File: src/torus_pkg.sv
package torus_pkg;

  typedef logic [15:0] word_t;      // cell value and bus data.
  typedef logic [7:0]  adr_t;       // wishbone word address.
  typedef logic [7:0]  step_cnt_t;

  // operation applied by every cell on a step.
  typedef enum logic [1:0] {
    op_shift_east  = 2'd0,  // take the west word.
    op_shift_south = 2'd1,  // take the north word.
    op_sum         = 2'd2   // sum of all four neighbours.
  } step_op_t;

  // neighbour words arriving at one cell.
  typedef struct packed {
    word_t north;
    word_t east;
    word_t south;
    word_t west;
  } pe_links_t;

  typedef struct packed {
    logic       start;  // write only, reads back as 0.
    logic [4:0] rsvd;
    step_cnt_t  steps;
    step_op_t   op;
  } ctrl_reg_t;

  typedef struct packed {
    logic  cyc;
    logic  stb;
    logic  we;
    adr_t  adr;
    word_t dat;
  } wb_req_t;

  typedef struct packed {
    logic  ack;
    word_t dat;
  } wb_rsp_t;

  // register map.
  localparam adr_t        ADR_CTRL   = 8'd128;
  localparam adr_t        ADR_STATUS = 8'd129;
  localparam int unsigned MAX_CELLS  = 128;  // cell window below ADR_CTRL.

endpackage

File: src/wb_regs.sv
`timescale 1ns/1ps

module wb_regs #(
  parameter int ROWS = 10,
  parameter int COLS = 10
) (
  input  logic                              clk,
  input  logic                              rst_n,
  input  torus_pkg::wb_req_t                bus,
  input  logic                              busy,
  input  torus_pkg::word_t [ROWS*COLS-1:0]  cell_data,
  output torus_pkg::wb_rsp_t                rsp,
  output logic                              start,
  output torus_pkg::step_cnt_t              steps,
  output torus_pkg::step_op_t               op,
  output logic                              cell_wr,
  output torus_pkg::adr_t                   wr_adr,
  output torus_pkg::word_t                  wr_dat
);
  import torus_pkg::*;

  localparam int NCELLS = ROWS * COLS;
  localparam int IDX_W  = $clog2(NCELLS);

  logic      req;
  logic      wr_req;
  logic      ack_q;
  word_t     rd_mux;
  word_t     rd_dat_q;
  ctrl_reg_t wr_ctrl;
  ctrl_reg_t ctrl_q;

  assign req     = bus.cyc && bus.stb && !ack_q;  // first edge of each cycle.
  assign wr_req  = req && bus.we;
  assign wr_ctrl = ctrl_reg_t'(bus.dat);

  // run request goes straight to the controller with the start pulse.
  assign steps = wr_ctrl.steps;
  assign op    = (bus.dat[1:0] == 2'b11) ? op_sum : step_op_t'(bus.dat[1:0]);
  assign start = wr_req && (bus.adr == ADR_CTRL) && wr_ctrl.start;

  // cells decode their own index, writes are lost while a run is active.
  assign cell_wr = wr_req && (bus.adr < MAX_CELLS) && !busy;
  assign wr_adr  = bus.adr;
  assign wr_dat  = bus.dat;

  always_comb begin
    rd_mux = '0;
    if (bus.adr < NCELLS) begin
      rd_mux = cell_data[bus.adr[IDX_W-1:0]];
    end else if (bus.adr == ADR_STATUS) begin
      rd_mux = word_t'(busy);
    end else if (bus.adr == ADR_CTRL) begin
      rd_mux = word_t'(ctrl_q);
    end
  end

  always_ff @(posedge clk or negedge rst_n) begin
    if (!rst_n) begin
      ack_q  <= 1'b0;
      ctrl_q <= '0;
    end else begin
      ack_q <= req;
      if (wr_req && (bus.adr == ADR_CTRL)) begin
        ctrl_q.start <= 1'b0;  // never stored.
        ctrl_q.rsvd  <= '0;
        ctrl_q.steps <= wr_ctrl.steps;
        ctrl_q.op    <= op;
      end
    end
  end

  always_ff @(posedge clk) begin
    if (req) begin
      rd_dat_q <= rd_mux;
    end
  end

  assign rsp.ack = ack_q;
  assign rsp.dat = rd_dat_q;

endmodule
File: config.mk
export PLATFORM = sky130hd
export DESIGN_NAME = wb_regs
export DESIGN_NICKNAME = d
export VERILOG_FILES = /design/src/torus_pkg.sv /design/src/wb_regs.sv
export SDC_FILE = /design/constraint.sdc
export NUM_CORES = 1
export LEC_CHECK = 0
export BUFFER_PORTS_ARGS = -buffer_cell sky130_fd_sc_hd__buf_2
export CORE_AREA = 4 4 651 653
export CTS_BUF_LIST = sky130_fd_sc_hd__clkbuf_2
export DETAILED_ROUTE_END_ITERATION = 12
export DIE_AREA = 0 0 655 657
export HOLD_SLACK_MARGIN = 0.08
export PLACE_DENSITY = 0.3
export SETUP_SLACK_MARGIN = 0.02
export SYNTH_ARGS = -nofsm -noshare
export SYNTH_HDL_FRONTEND = slang
export SYNTH_SLANG_ARGS = --single-unit
File: constraint.sdc
create_clock -name clk -period 2.8 [get_ports clk]
set_input_delay 0.42 -clock clk [delete_from_list [all_inputs] [get_ports clk]]
set_output_delay 0.42 -clock clk [all_outputs]
set_load 0.05 [all_outputs]
==> flow_metrics.py <==
metrics = {
    "outcome": {
        "status": "complete, no violations",
    },
    "die": {
        "die_x_um": 655,
        "fp-row-count": 238,
        "fp.dieArea_mm2": 0.430,
        "fp.coreArea_mm2": 0.419,
        "start_util_pct": 3.47,
        "die_h_um": 657,
        "ios": 1683,
    },
    "setup_path": {
        "cp_cell_sequence": "buf_8, buf_16, buf_12, buf_6, buf_4, mux4_2, dlygate4sd3_1, a22oi_1, a21oi_1, dlygate4sd3_1, nor2_1, a21oi_1",
        "reg2reg_slack_ns": 0.79,
        "reg2reg_depth": 8,
        "setup.worst_path.start_class": "input port",
        "reg2reg_from": "ctrl_q[0]",
        "critPathArrivalTime_ns": 3.49,
        "critPathRequiredTime_ns": 3.52,
        "max_stage_delay_ns": 0.56,
        "worst-path-max-fanout": 17,
        "path_class": "in2reg",
        "end_kind": "flop",
        "r2r_end": "rd_dat_q[0]",
        "slowest_stage": "dlygate4sd3_1",
    },
    "global_route": {
        "grt_max_degree": 46,
        "grt_util_all_layers_pct": 13.6,
        "antenna_found_initial": 349,
        "grt_pass1_vias": 25000,
        "grt_overflow_total": 0,
        "grt_pass1_wl_um": 359000,
    },
    "drt": {
        "wirelength_um": 307000,
        "ant_nets": 0,
        "first_pass_iters": 5,
        "route.detailed.drc": 0,
        "drt_iter0_markers": 1682,
        "vias": 23700,
        "viasPerCell": 2.69,
        "wl_per_cell_um": 34.9,
    },
    "timing": {
        "period_share_pct": 99.1,
        "hold_viol_final": 0,
        "setup_viol": 0,
        "setup_slack_ns": 0.0244,
        "min_period_ns": 2.78,
        "slew_viol_final": 0,
        "fin_skew_ns": 0.157,
        "fin_tns_setup_ns": 0,
        "max_slew_margin_pct": 8.05,
        "maxClockFrequency_mhz": 360,
        "rsz0062_at_grt": "true",
        "tightest_slew_ns": 1.34,
    },
    "cts": {
        "numCtsBuffers": 3,
        "clock_path_buffers": 2,
        "clk_latency_ns": 0.85,
        "cts_sinks": 27,
        "cts.htree.levels": 1,
        "path_clk_slew_ns": 0.72,
        "cts_setup_buffers": 0,
        "ctsRootBufferMaster": "clkbuf_2",
        "cts_tree": "done",
    },
    "logic_synthesis": {
        "synth_sequential_area_ratio_pct": 5.20,
        "yosys_warnings": 0,
        "synth_edf_count": 16,
        "syn_area_mm2": 0.0145,
        "synthArstFlopShare_pct": 40.7,
        "synth_cells": 1289,
        "ys_top_cells_by_area": "mux4_2 47%, mux2i_1 13%, a22oi_1 4.5%, edfxtp_1 3.3%, mux2_2 2.6%",
        "yosysMostFrequentCell": "mux4_2",
        "syn_nets": 2919,
        "yosysTopAreaCell": "mux4_2",
        "ys_types": 59,
        "ys_seq_elements": 27,
        "synth.avg_cell_area_um2": 11.3,
        "synthFlopType": "edfxtp_1",
        "synth_top_area_share_pct": 47.1,
        "synth_common_cells": "304 x mux4_2, 196 x mux2i_1, 88 x a22oi_1",
    },
    "pwr": {
        "ir_worst_vdd_v": 0.000155,
        "p_per_area_mw_per_mm2": 190,
        "p_leak_nw": 13.8,
    },
    "cells_and_area": {
        "drive_gt1_share_pct": 77.1,
        "multi_input_area_mm2": 0.0127,
        "finalInstanceArea_mm2": 0.0336,
        "post-route-util_pct": 8.04,
        "area_delta_synth_final_pct": 131,
        "fin_cells": 8791,
        "fill_cells": 49200,
        "fin_nets": 4849,
        "seqCellArea_um2": 756,
    },
    "placement": {
        "placed_area_mm2": 0.0332,
        "place_hpwl_um": 287000,
        "routabilityCongestion": 0.930,
        "dp_cells": 8707,
        "dp_slack_ns": -1.44,
        "io_buffers": 1672,
    },
    "min_path": {
        "hold_path_end": "ctrl_q[0]",
        "worstHoldStart": "bus[24]",
        "hold_class": "in2reg",
        "hold_depth": 4,
    },
    "job": {
        "maxCapViolations": 0,
    },
}
[critical path: cells and delay by family]
kind / cells / cell delay, ns
mux: 1 / 0.28
simple gates: 1 / 0.16
compound gates: 3 / 0.32
buf+inv: 7 / 2.16
[cell type report]
cell class | instances | area share [%]
timing repair buffer | 2115 | 38.9
multi-input combinational | 1070 | 37.9
tap | 5520 | 20.5
sequential | 27 | 2.25
antenna | 53 | 0.394
clock buffer | 3 | 0.0446
inverter | 2 | 0.0297
clock inverter | 1 | 0.0186
[layout by cell type (no fill, tap or decap), types with 22 or more instances in the layout]
master | synthesis | layout
mux2_2 | 34 | 34
a22oi_1 | 88 | 87
a211oi_1 | 22 | 22
diode_2 | 0 | 53
a21oi_1 | 68 | 67
o22ai_1 | 27 | 27
buf_4 | 48 | 318
nand3_1 | 42 | 41
nand2_1 | 70 | 69
dlygate4sd3_1 | 0 | 27
buf_12 | 5 | 99
mux2i_1 | 196 | 195
buf_2 | 69 | 1662
mux4_2 | 304 | 304
[state kept, by name, summed over array words and instances, names as in the netlist]
| signal | count |
|---|---|
| rd_dat_q | 16 |
| ctrl_q | 10 |
| ack_q | 1 |
[through the flow]
step                      total power, mW  hold slack, ns
after detailed placement             6.27           0.309
final                                6.40           0.304
after global routing                 6.86           0.199
after CTS                            6.78          0.0810
after floorplan                      2.35           0.124
after global placement               6.27           0.308
[worst max path at each step]
stage                 startpoint      endpoint  slack [ns]
global placement         bus[16]   rd_dat_q[2]       -1.42
CTS                 rd_dat_q[14]       rsp[14]       -0.05
finish                   bus[17]  rd_dat_q[11]        0.02
detailed placement       bus[16]   rd_dat_q[2]       -1.44
global route             bus[16]   rd_dat_q[5]        0.02
floorplan                bus[26]         start        0.20
[logic make-up after synthesis]
| logic type | share of synthesized area [%] |
|---|---|
| flip-flops | 5.20 |
| AO/OA/AOI/OAI | 15.1 |
| multiplexers | 63.4 |
| buffers and inverters | 8.75 |
| AND/OR/NAND/NOR | 7.61 |
[layer usage]
metal | global-route usage (%) | part of all wire, % | vias to the layer above
met5 | 0 | 0.41 | -
met4 | 1.50 | 1.8 | 184
met3 | 4.68 | 9.1 | 530
met2 | 23.3 | 47 | 1747
met1 | 16.9 | 41 | 11700
li1 | - | - | 9503
[report_power, final]
part | internal, mW | switching, mW
Sequential | 0.444 | 0.0229
Combinational | 2.54 | 3.05
Clock | 0.0360 | 0.311
Total | 3.02 | 3.38
[repair_timing]
action / in CTS / in global routing
endpoints found under the setup margin: 5 / 2
endpoints found under the hold margin: 24 / 0
hold buffers: 27 / 0
resized for setup: 7 / 5
No activity file was read; power rests on OpenSTA's default activity.
