$ cat src/torus_pkg.sv
package torus_pkg;

  typedef logic [15:0] word_t;      // cell value and bus data.
  typedef logic [7:0]  adr_t;       // wishbone word address.
  typedef logic [7:0]  step_cnt_t;

  // operation applied by every cell on a step.
  typedef enum logic [1:0] {
    op_shift_east  = 2'd0,  // take the west word.
    op_shift_south = 2'd1,  // take the north word.
    op_sum         = 2'd2   // sum of all four neighbours.
  } step_op_t;

  // neighbour words arriving at one cell.
  typedef struct packed {
    word_t north;
    word_t east;
    word_t south;
    word_t west;
  } pe_links_t;

  typedef struct packed {
    logic       start;  // write only, reads back as 0.
    logic [4:0] rsvd;
    step_cnt_t  steps;
    step_op_t   op;
  } ctrl_reg_t;

  typedef struct packed {
    logic  cyc;
    logic  stb;
    logic  we;
    adr_t  adr;
    word_t dat;
  } wb_req_t;

  typedef struct packed {
    logic  ack;
    word_t dat;
  } wb_rsp_t;

  // register map.
  localparam adr_t        ADR_CTRL   = 8'd128;
  localparam adr_t        ADR_STATUS = 8'd129;
  localparam int unsigned MAX_CELLS  = 128;  // cell window below ADR_CTRL.

endpackage

$ cat src/step_ctrl.sv
`timescale 1ns/1ps

module step_ctrl (
  input  logic                  clk,
  input  logic                  rst_n,
  input  logic                  start,
  input  torus_pkg::step_cnt_t  steps,
  input  torus_pkg::step_op_t   op_in,
  output logic                  busy,
  output logic                  step_en,
  output torus_pkg::step_op_t   op
);
  import torus_pkg::*;

  typedef enum logic {
    st_idle,
    st_run
  } state_t;

  state_t    state_q;
  step_cnt_t cnt_q;  // steps left, including the current one.

  always_ff @(posedge clk or negedge rst_n) begin
    if (!rst_n) begin
      state_q <= st_idle;
      cnt_q   <= '0;
      op      <= op_shift_east;
    end else begin
      case (state_q)
        st_idle: begin
          if (start && (steps != '0)) begin  // zero-length runs are ignored.
            state_q <= st_run;
            cnt_q   <= steps;
            op      <= op_in;
          end
        end
        st_run: begin
          cnt_q <= cnt_q - 1'b1;
          if (cnt_q == step_cnt_t'(1)) begin
            state_q <= st_idle;
          end
        end
        default: state_q <= st_idle;
      endcase
    end
  end

  assign busy    = (state_q == st_run);
  assign step_en = (cnt_q != '0);

  // counter and state machine must agree on the run length.
  a_en_is_busy: assert property (
    @(posedge clk) disable iff (!rst_n) step_en == busy
  ) else $error("step_ctrl: step_en and busy disagree");

endmodule

$ cat config.mk
export PLATFORM = sky130hd
export DESIGN_NAME = step_ctrl
export DESIGN_NICKNAME = d
export VERILOG_FILES = /design/src/torus_pkg.sv /design/src/step_ctrl.sv
export SDC_FILE = /design/constraint.sdc
export NUM_CORES = 1
export LEC_CHECK = 0
export ABC_AREA = 1
export BUFFER_PORTS_ARGS = -buffer_cell sky130_fd_sc_hd__buf_2
export CAP_MARGIN = 15
export CORE_UTILIZATION = 52
export DETAILED_ROUTE_END_ITERATION = 7
export PLACE_DENSITY_LB_ADDON = 0.15
export SKIP_CTS_REPAIR_TIMING = 1
export SYNTH_ARGS = -nofsm -noshare
export SYNTH_HDL_FRONTEND = slang
export SYNTH_SLANG_ARGS = --single-unit
$ cat constraint.sdc
create_clock -name clk -period 1.3 [get_ports clk]
set_input_delay 0.195 -clock clk [delete_from_list [all_inputs] [get_ports clk]]
set_output_delay 0.195 -clock clk [all_outputs]
set_load 0.1 [all_outputs]
==> results of run 1 <==
-- final cells by class --
cell class | count | share of cell area
Sequential cell | 11 | 0.272
Clock buffer | 4 | 0.0255
Multi-Input combinational cell | 79 | 0.463
Inverter | 18 | 0.0680
Timing Repair Buffer | 22 | 0.153
Tap cell | 15 | 0.0182
-- cells in the final DEF (no fill, tap or decap), types with 2 or more instances in the layout --
master | synthesis | layout
buf_2 | 0 | 14
o21ai_1 | 2 | 3
nand2_1 | 20 | 20
xor2_1 | 2 | 2
nand3_1 | 18 | 18
nand4_1 | 12 | 12
buf_12 | 0 | 2
clkbuf_4 | 0 | 3
nor2_1 | 12 | 10
buf_4 | 2 | 5
nor2_2 | 3 | 4
inv_1 | 17 | 15
inv_2 | 0 | 2
dfrtp_1 | 11 | 9
ha_4 | 0 | 2
-- registers in the layout, summed over array words and instances (netlist names) --
name   cells
cnt_q      8
busy       1
op         2
-- worst min-delay path: stages --
cell and delay [ns]:
buf_2 0.09, inv_1 0.04, o21ai_1 0.06
-- worst max-delay path by stage --
stage	from	to	slack (ns)	cells past startpoint
finish	cnt_q[1]	step_en	-0.15	4
global route	cnt_q[0]	step_en	-0.21	4
CTS	cnt_q[3]	step_en	-0.21	3
detailed placement	cnt_q[0]	cnt_q[4]	0.06	6
global placement	cnt_q[0]	cnt_q[4]	0.09	6
floorplan	cnt_q[0]	step_en	-0.39	3
-- power by group through the flow --
stage                     Clock [mW]  Combinational (mW)  Sequential, mW
final                          0.240              0.0552           0.342
after global routing           0.269              0.0632           0.342
after floorplan                    0              0.0260           0.349
after detailed placement           0              0.0536           0.349
after CTS                      0.244              0.0537           0.342
after global placement             0              0.0511           0.349
-- metrics by stage --
step | setup TNS (ns) | utilization | hold WS (ns) | power, mW | worst slack (ns)
final | -0.153 | 0.745 | 0.147 | 0.637 | -0.153
after global routing | -0.311 | 0.745 | 0.164 | 0.674 | -0.206
after CTS | -0.209 | 0.693 | -0.216 | 0.639 | -0.209
after detailed placement | 0 | 0.674 | 0.0802 | 0.402 | 0.0639
after global placement | 0 | 0.674 | 0.0747 | 0.400 | 0.0871
after floorplan | -0.395 | - | -0.101 | 0.375 | -0.395
-- logic make-up after synthesis --
logic type | synth area share
AOI/OAI and AO/OA | 0.0339
xor gates and xnor gates | 0.0215
adders and majority gates | 0.0462
buffers and inverters | 0.118
DFF | 0.338
and+or+nand+nor | 0.442
-- metal layers --
layer / vias to the layer above / share of wire / track usage / wire [um]
met2: 38 / 0.50 / 0.403 / 978
met3: 4 / 0.059 / 0.0391 / 115
li1: 411 / - / - / -
met1: 375 / 0.43 / 0.306 / 837
met4: 0 / 0.015 / 0.0968 / 30
met5: - / 0 / 0 / 0
-- cell usage after synthesis --
library cell / instances
nand3_4: 1
ha_1: 3
buf_6: 1
nor2_1: 12
o21ai_1: 2
buf_4: 2
o21ai_0: 2
xor2_1: 2
nand4_1: 12
inv_4: 1
inv_1: 17
dfrtp_1: 11
nand2_8: 1
nand3_1: 18
nand2_1: 20
nor2_2: 3
nand2_4: 1
o21bai_1: 1
or2_2: 1
==> results.yml, run 1 <==
outcome:
  status: "finished with violations"
  violations: "negative setup slack"
clocking:
  cts_buffer_depth: 2
  cts-buffers-inserted: 3
  cts.htree.levels: 1
  root_buffer: "clkbuf_4"
  cts.sinks: 11
  clk_pin_slew_ns: 0.07
  clk_latency_ns: 0.27
  cts_tree: "built"
sta:
  timing.final.crit_share: 1.12
  finalHoldViolations: 0
  setup_ws_ns: -0.153
  fmax_mhz: 688
  period_minus_slack_ns: 1.45
  fin_skew_ns: 0.00275
  grt_setup_unrepaired: "true"
  maxSlewHeadroom: 0.674
  slew_violations: 0
  worst_pin_slew_ns: 0.493
  report.final.setup_viol: 1
power_and_ir_drop:
  p_leak_nw: 0.511
  power_per_cell_area_mw_per_mm2: 619
  p_switching_mw: 0.154
  combPwrFrac: 0.087
  intPower_mw: 0.483
  pwr-share-seq: 0.537
  p_sw_frac: 0.242
  irDropWorstVdd_mv: 0.382
  p_clk_frac: 0.377
critical_path:
  path_class: "register to output port"
  reg2reg_depth: 7
  cp_top_family: "flip-flops"
  worstSetupEndpointType: "output port"
  startpoint_type: "register"
  worstPathRequired_ns: 1.11
  path_max_fanout: 3
  path_cells: "inv_2 > ha_4 > nand4_1 > buf_12"
  cp.arrival_ns: 1.26
  cp_slowest_cell: "dfrtp_1"
  reg2reg_setup_slack_ns: 0.05
  r2r-start: "cnt_q[0]"
  r2r-end: "cnt_q[4]"
  critPathMaxStageDelay_ns: 0.41
  path_buf_inv: 2
layout:
  instances_no_fill: 149
  antennaDiodeCount: 0
  nets: 151
  fillers: 119
  layout-drive-gt1-share: 0.299
  multi_input_area_um2: 477
  ff_latch_area_um2: 280
  fin_area_mm2: 0.00103
  syn2layout_area_growth_pct: 26.6
routing:
  wirelength_um: 1960
  wire_per_inst_um: 13.2
  dr.first_iter.drc_count: 27
  antenna_left: 0
  drc: 0
  vias: 828
  drtPass1Iterations: 6
  via_per_inst: 5.56
global_route:
  grt_usage: 0.240
  antenna_found_initial: 0
  gr-total-overflow: 0
  grt_pass1_wl_um: 3180
  grt_pass1_vias: 726
  grt_max_degree: 19
yosys:
  ys_types: 19
  synth_nets: 127
  yosysTopAreaCell: "dfrtp_1"
  ys_top_cells_by_area: "dfrtp_1 (34%), nand3_1 (11%), nand2_1 (9.2%)"
  ys_seq_elements: 11
  syn_inst: 111
  yosysWarnings: 0
  syn_avg_cell_area_um2: 7.33
  synth_top_area_frac: 0.338
  syn_area_um2: 813
  ys_seq_area_frac: 0.338
place:
  io_buffers: 16
  hpwl_um: 1340
  dp_cells: 139
  gp_congestion: 0.834
  dpl-instance-area_um2: 932
min_path:
  hold_path_class: "input pin to register"
  holdCritStartpoint: "op_in[0]"
  hold_depth: 3
  hold-path-endpoint: "op[0]"
flow_run:
  maxCapViolCount: 0
floorplan:
  dieArea_mm2: 0.00173
  die_h_um: 41.5
  ios: 17
  start_util: 0.588
  num_rows: 13
  core_mm2: 0.00138
  dieWidth_um: 41.5
No activity file was read; power rests on OpenSTA's default activity.
==> inputs of run 2 (changes only) <==
- CELL_PAD_IN_SITES_DETAIL_PLACEMENT: default -> 1
- CELL_PAD_IN_SITES_GLOBAL_PLACEMENT: default -> 1
- CORE_UTILIZATION: 52 -> 37
==> run 2 against run 1 <==
Net effect: the run still ends with negative setup slack left; critical path depth down 1; fmax fell by 0.60%; worst setup slack lost 0.0087 ns; global-route usage decreased by 2.5 points; non-clock buffer count rose by 3; combinational power increased by 1%; clock skew fell by 0.0016 ns; wire length increased by 18%; critical path type unchanged; largest cell class unchanged.
==> results.yml, run 2 (same netlist as run 1, synthesis figures left out) <==
flow_run:
  maxCapViolCount: 0
floorplan:
  dieArea_mm2: 0.00239
  num_rows: 16
  dieWidth_um: 48.9
  start_util: 0.402
  core_mm2: 0.00202
  ios: 17
  die_h_um: 48.9
clocking:
  clk_pin_slew_ns: 0.08
  cts_buffer_depth: 2
  clk_latency_ns: 0.28
  root_buffer: "clkbuf_4"
  cts.htree.levels: 1
  cts-buffers-inserted: 3
  cts.sinks: 11
  cts_tree: "built"
power_and_ir_drop:
  pwr-share-seq: 0.523
  combPwrFrac: 0.086
  p_clk_frac: 0.392
  p_leak_nw: 0.523
  intPower_mw: 0.483
  irDropWorstVdd_mv: 0.345
  power.total_mw: 0.654
  p_sw_frac: 0.261
  power_per_cell_area_mw_per_mm2: 612
  p_switching_mw: 0.171
global_route:
  grt_pass1_wl_um: 3890
  antenna_found_initial: 0
  grt_usage: 0.215
  gr-total-overflow: 0
  grt_max_degree: 19
  grt_pass1_vias: 824
routing:
  wirelength_um: 2320
  via_per_inst: 5.07
  vias: 832
  dr.first_iter.drc_count: 12
  drc: 0
  drtPass1Iterations: 4
  wire_per_inst_um: 14.1
  antenna_left: 0
layout:
  regMostFlops: "cnt_q"
  fillers: 267
  final_common_cell: "nand2_1"
  syn2layout_area_growth_pct: 31.2
  most-common-layout-cells: "nand2_1 (20), nand3_1 (18), inv_1 (15)"
  nets: 154
  final_util: 0.528
  antennaDiodeCount: 0
  fin_area_mm2: 0.00107
  layout-drive-gt1-share: 0.321
  largest_register_ff_count: 8
critical_path:
  cp_slowest_cell: "dfrtp_2"
  worstSetupEndpointType: "output port"
  worstPathRequired_ns: 1.11
  critPathMaxStageDelay_ns: 0.46
  path_max_fanout: 5
  path_class: "register to output port"
  startpoint_type: "register"
  cp.arrival_ns: 1.27
  r2r-start: "cnt_q[1]"
  critPathLaunch: "cnt_q[2]"
  path_cells: "nor2_4 > nand4_1 > buf_12"
  reg2reg_setup_slack_ns: 0.07
place:
  pre_cts_ws_ns: 0.0658
  gp_congestion: 0.845
  hpwl_um: 1730
  io_buffers: 16
  dpl-instance-area_um2: 970
sta:
  fin_tns_setup_ns: -0.161
  slew_violations: 0
  worst_pin_slew_ns: 0.487
  fin_skew_ns: 0.00110
  setup_ws_ns: -0.161
  grt_setup_unrepaired: "true"
  timing.final.crit_share: 1.12
  period_minus_slack_ns: 1.46
  fmax_mhz: 684
  finalHoldViolations: 0
  report.final.setup_viol: 1
  maxSlewHeadroom: 0.677
min_path:
  holdCritStartpoint: "op_in[1]"
  hold_path_class: "input pin to register"
outcome:
  violations: "negative setup slack"
  status: "finished with violations"
-- run 2: metal layers --
layer / global-route usage / wire length (um)
met2: 0.368 / 1200
met4: 0.113 / 40
met1: 0.277 / 1050
met3: 0.00312 / 32
met5: 0 / 0
-- run 2: power groups by stage --
stage	Clock [mW]	Sequential, mW	Combinational (mW)
global route	0.269	0.342	0.0651
CTS	0.259	0.342	0.0553
floorplan	0	0.349	0.0260
finish	0.256	0.342	0.0560
global placement	0	0.349	0.0532
detailed placement	0	0.349	0.0553
-- run 2: path summary, 6_finish.rpt --
kind,endpoint,cells past startpoint
worst max-delay path,step_en,3
worst min-delay path,op[1],3
worst max register to register,cnt_q[2],7
worst min register to register,op[1],2
max in group asynchronous,busy,2
min in group asynchronous,cnt_q[1],2
-- run 2: area by class of cell --
type	count	area [um^2]	area share
clock buffer	4	26.3	0.0246
inverter	18	70.1	0.0657
multi-input combinational	79	474	0.444
sequential	11	283	0.265
tap	27	33.8	0.0317
timing repair buffer	25	180	0.169
-- run 2: through the flow --
stage / std cells / hold slack (ns)
3_3_place_gp: 154 / 0.0891
5_1_grt: 164 / 0.146
2_1_floorplan: 111 / -0.101
3_5_place_dp: 154 / 0.0906
4_1_cts: 158 / -0.212
6_report: 164 / 0.138
-- run 2: worst max-delay path, delay by kind of cell (launching register included) --
kind / cells / cell delay (ns)
buffers and inverters: 1 / 0.21
AND/OR/NAND/NOR: 2 / 0.31
flip-flops: 1 / 0.46
==> inputs of run 3 (changes only) <==
- BUFFER_PORTS_ARGS: -buffer_cell sky130_fd_sc_hd__buf_2 -> -buffer_cell sky130_fd_sc_hd__buf_4
- RECOVER_POWER: default -> 25
==> run 3 against run 2 <==
Net effect: the run still ends with negative setup slack left; critical path depth increased by 1; wire length decreased by 17%; non-clock buffer count decreased by 6; fmax increased by 2.3%; highest routed layer is now met3.
==> results.yml, run 3 (same netlist as run 1, synthesis figures left out) <==
outcome:
  status: "finished with violations"
  violations: "negative setup slack"
floorplan:
  core_mm2: 0.00202
  num_rows: 16
  start_util: 0.402
  ios: 17
  dieWidth_um: 48.9
  dieArea_mm2: 0.00239
  die_h_um: 48.9
critical_path:
  r2r-start: "cnt_q[1]"
  critPathLaunch: "cnt_q[1]"
  reg2reg_setup_slack_ns: 0.02
  reg2reg_depth: 6
  r2r-end: "cnt_q[2]"
  path_max_fanout: 4
  cp.arrival_ns: 1.23
  worstPathRequired_ns: 1.11
  crit_path_end: "step_en"
  startpoint_type: "register"
  critPathMaxStageDelay_ns: 0.41
  path_class: "register to output port"
  cp_slowest_cell: "dfrtp_1"
  worstSetupEndpointType: "output port"
  path_cells: "inv_2 > ha_4 > nand4_1 > buf_6"
sta:
  report.final.setup_viol: 1
  slew_violations: 0
  fmax_mhz: 700
  finalHoldViolations: 0
  fin_skew_ns: 0.00335
  maxSlewHeadroom: 0.589
  setup_ws_ns: -0.128
  period_minus_slack_ns: 1.43
  worst_pin_slew_ns: 0.616
  grt_setup_unrepaired: "true"
  timing.final.crit_share: 1.10
layout:
  largest_register_ff_count: 8
  multi_input_area_um2: 462
  most-common-layout-cells: "nand2_1 (20), nand3_1 (18), inv_1 (15), buf_4 (15), nand4_1 (12)"
  regMostFlops: "cnt_q"
  fillers: 267
  final_common_cell: "nand2_1"
  antennaDiodeCount: 0
  layout-drive-gt1-share: 0.252
  instances_no_fill: 158
  syn2layout_area_growth_pct: 25.4
  ff_latch_area_um2: 279
  nets: 148
clocking:
  cts_tree: "built"
  cts.sinks: 11
  clk_latency_ns: 0.26
  clk_pin_slew_ns: 0.07
  cts.htree.levels: 1
  cts-buffers-inserted: 3
  root_buffer: "clkbuf_4"
  cts_buffer_depth: 2
routing:
  dr.first_iter.drc_count: 5
  via_per_inst: 4.98
  wirelength_um: 1930
  wire_per_inst_um: 12.2
  drtPass1Iterations: 3
  drc: 0
  antenna_left: 0
  vias: 787
flow_run:
  maxCapViolCount: 0
global_route:
  gr-total-overflow: 0
  grt_pass1_wl_um: 3330
  grt_max_degree: 19
  grt_pass1_vias: 745
  antenna_found_initial: 0
  grt_usage: 0.180
power_and_ir_drop:
  combPwrFrac: 0.101
  p_switching_mw: 0.143
  p_leak_nw: 0.493
  pwr-share-seq: 0.539
  p_sw_frac: 0.225
  intPower_mw: 0.492
  irDropWorstVdd_mv: 0.399
  p_clk_frac: 0.360
  power_per_cell_area_mw_per_mm2: 622
place:
  dp_cells: 153
  hpwl_um: 1600
  pre_cts_ws_ns: 0.0448
  gp_congestion: 0.874
  io_buffers: 16
min_path:
  hold_path_class: "input pin to register"
run 3: worst min-delay path by stage:
stage                  start        to  slack, ns  cells past startpoint
finish              op_in[1]     op[1]       0.17                      3
global route        op_in[0]     op[0]       0.18                      3
CTS                    rst_n  cnt_q[4]      -0.25                      1
detailed placement     rst_n  cnt_q[0]       0.04                      1
global placement       rst_n  cnt_q[0]       0.04                      1
floorplan              rst_n  cnt_q[0]      -0.10                      0
run 3: final cells by class:
cell class                      instances  share of cell area
Clock buffer                            4              0.0258
Inverter                               18              0.0687
Multi-Input combinational cell         79               0.453
Sequential cell                        11               0.274
Tap cell                               27              0.0331
Timing Repair Buffer                   19               0.146
run 3: power by group through the flow:
| stage | Clock (mW) | Sequential (mW) | Combinational [mW] |
|---|---|---|---|
| final | 0.228 | 0.342 | 0.0644 |
| after global routing | 0.263 | 0.342 | 0.0724 |
| after CTS | 0.239 | 0.342 | 0.0647 |
| after detailed placement | 0 | 0.349 | 0.0646 |
| after global placement | 0 | 0.349 | 0.0626 |
| after floorplan | 0 | 0.349 | 0.0260 |
run 3: layer usage:
metal	GRT usage	vias up	wire length [um]
met4	0.0441	0	0
met1	0.241	369	956
met2	0.308	12	934
li1	-	406	-
met3	0.0187	0	34
met5	0	-	0
run 3: critical path: cells and delay by family, from the launching register on:
| family | cells | cell delay (ns) |
|---|---|---|
| buf+inv | 2 | 0.31 |
| simple gates | 1 | 0.10 |
| fa+ha+maj | 1 | 0.15 |
| flops | 1 | 0.41 |
run 3: through the flow:
stage                     hold WS (ns)   util  setup TNS (ns)  total power [mW]  area, um^2
after floorplan                 -0.101      -          -0.395             0.375         830
after global placement          0.0393  0.481               0             0.411         972
after detailed placement        0.0378  0.481               0             0.413         972
after CTS                       -0.255  0.494          -0.181             0.646         998
after global routing             0.178  0.504          -0.345             0.677        1020
final                            0.169  0.504          -0.128             0.635        1020
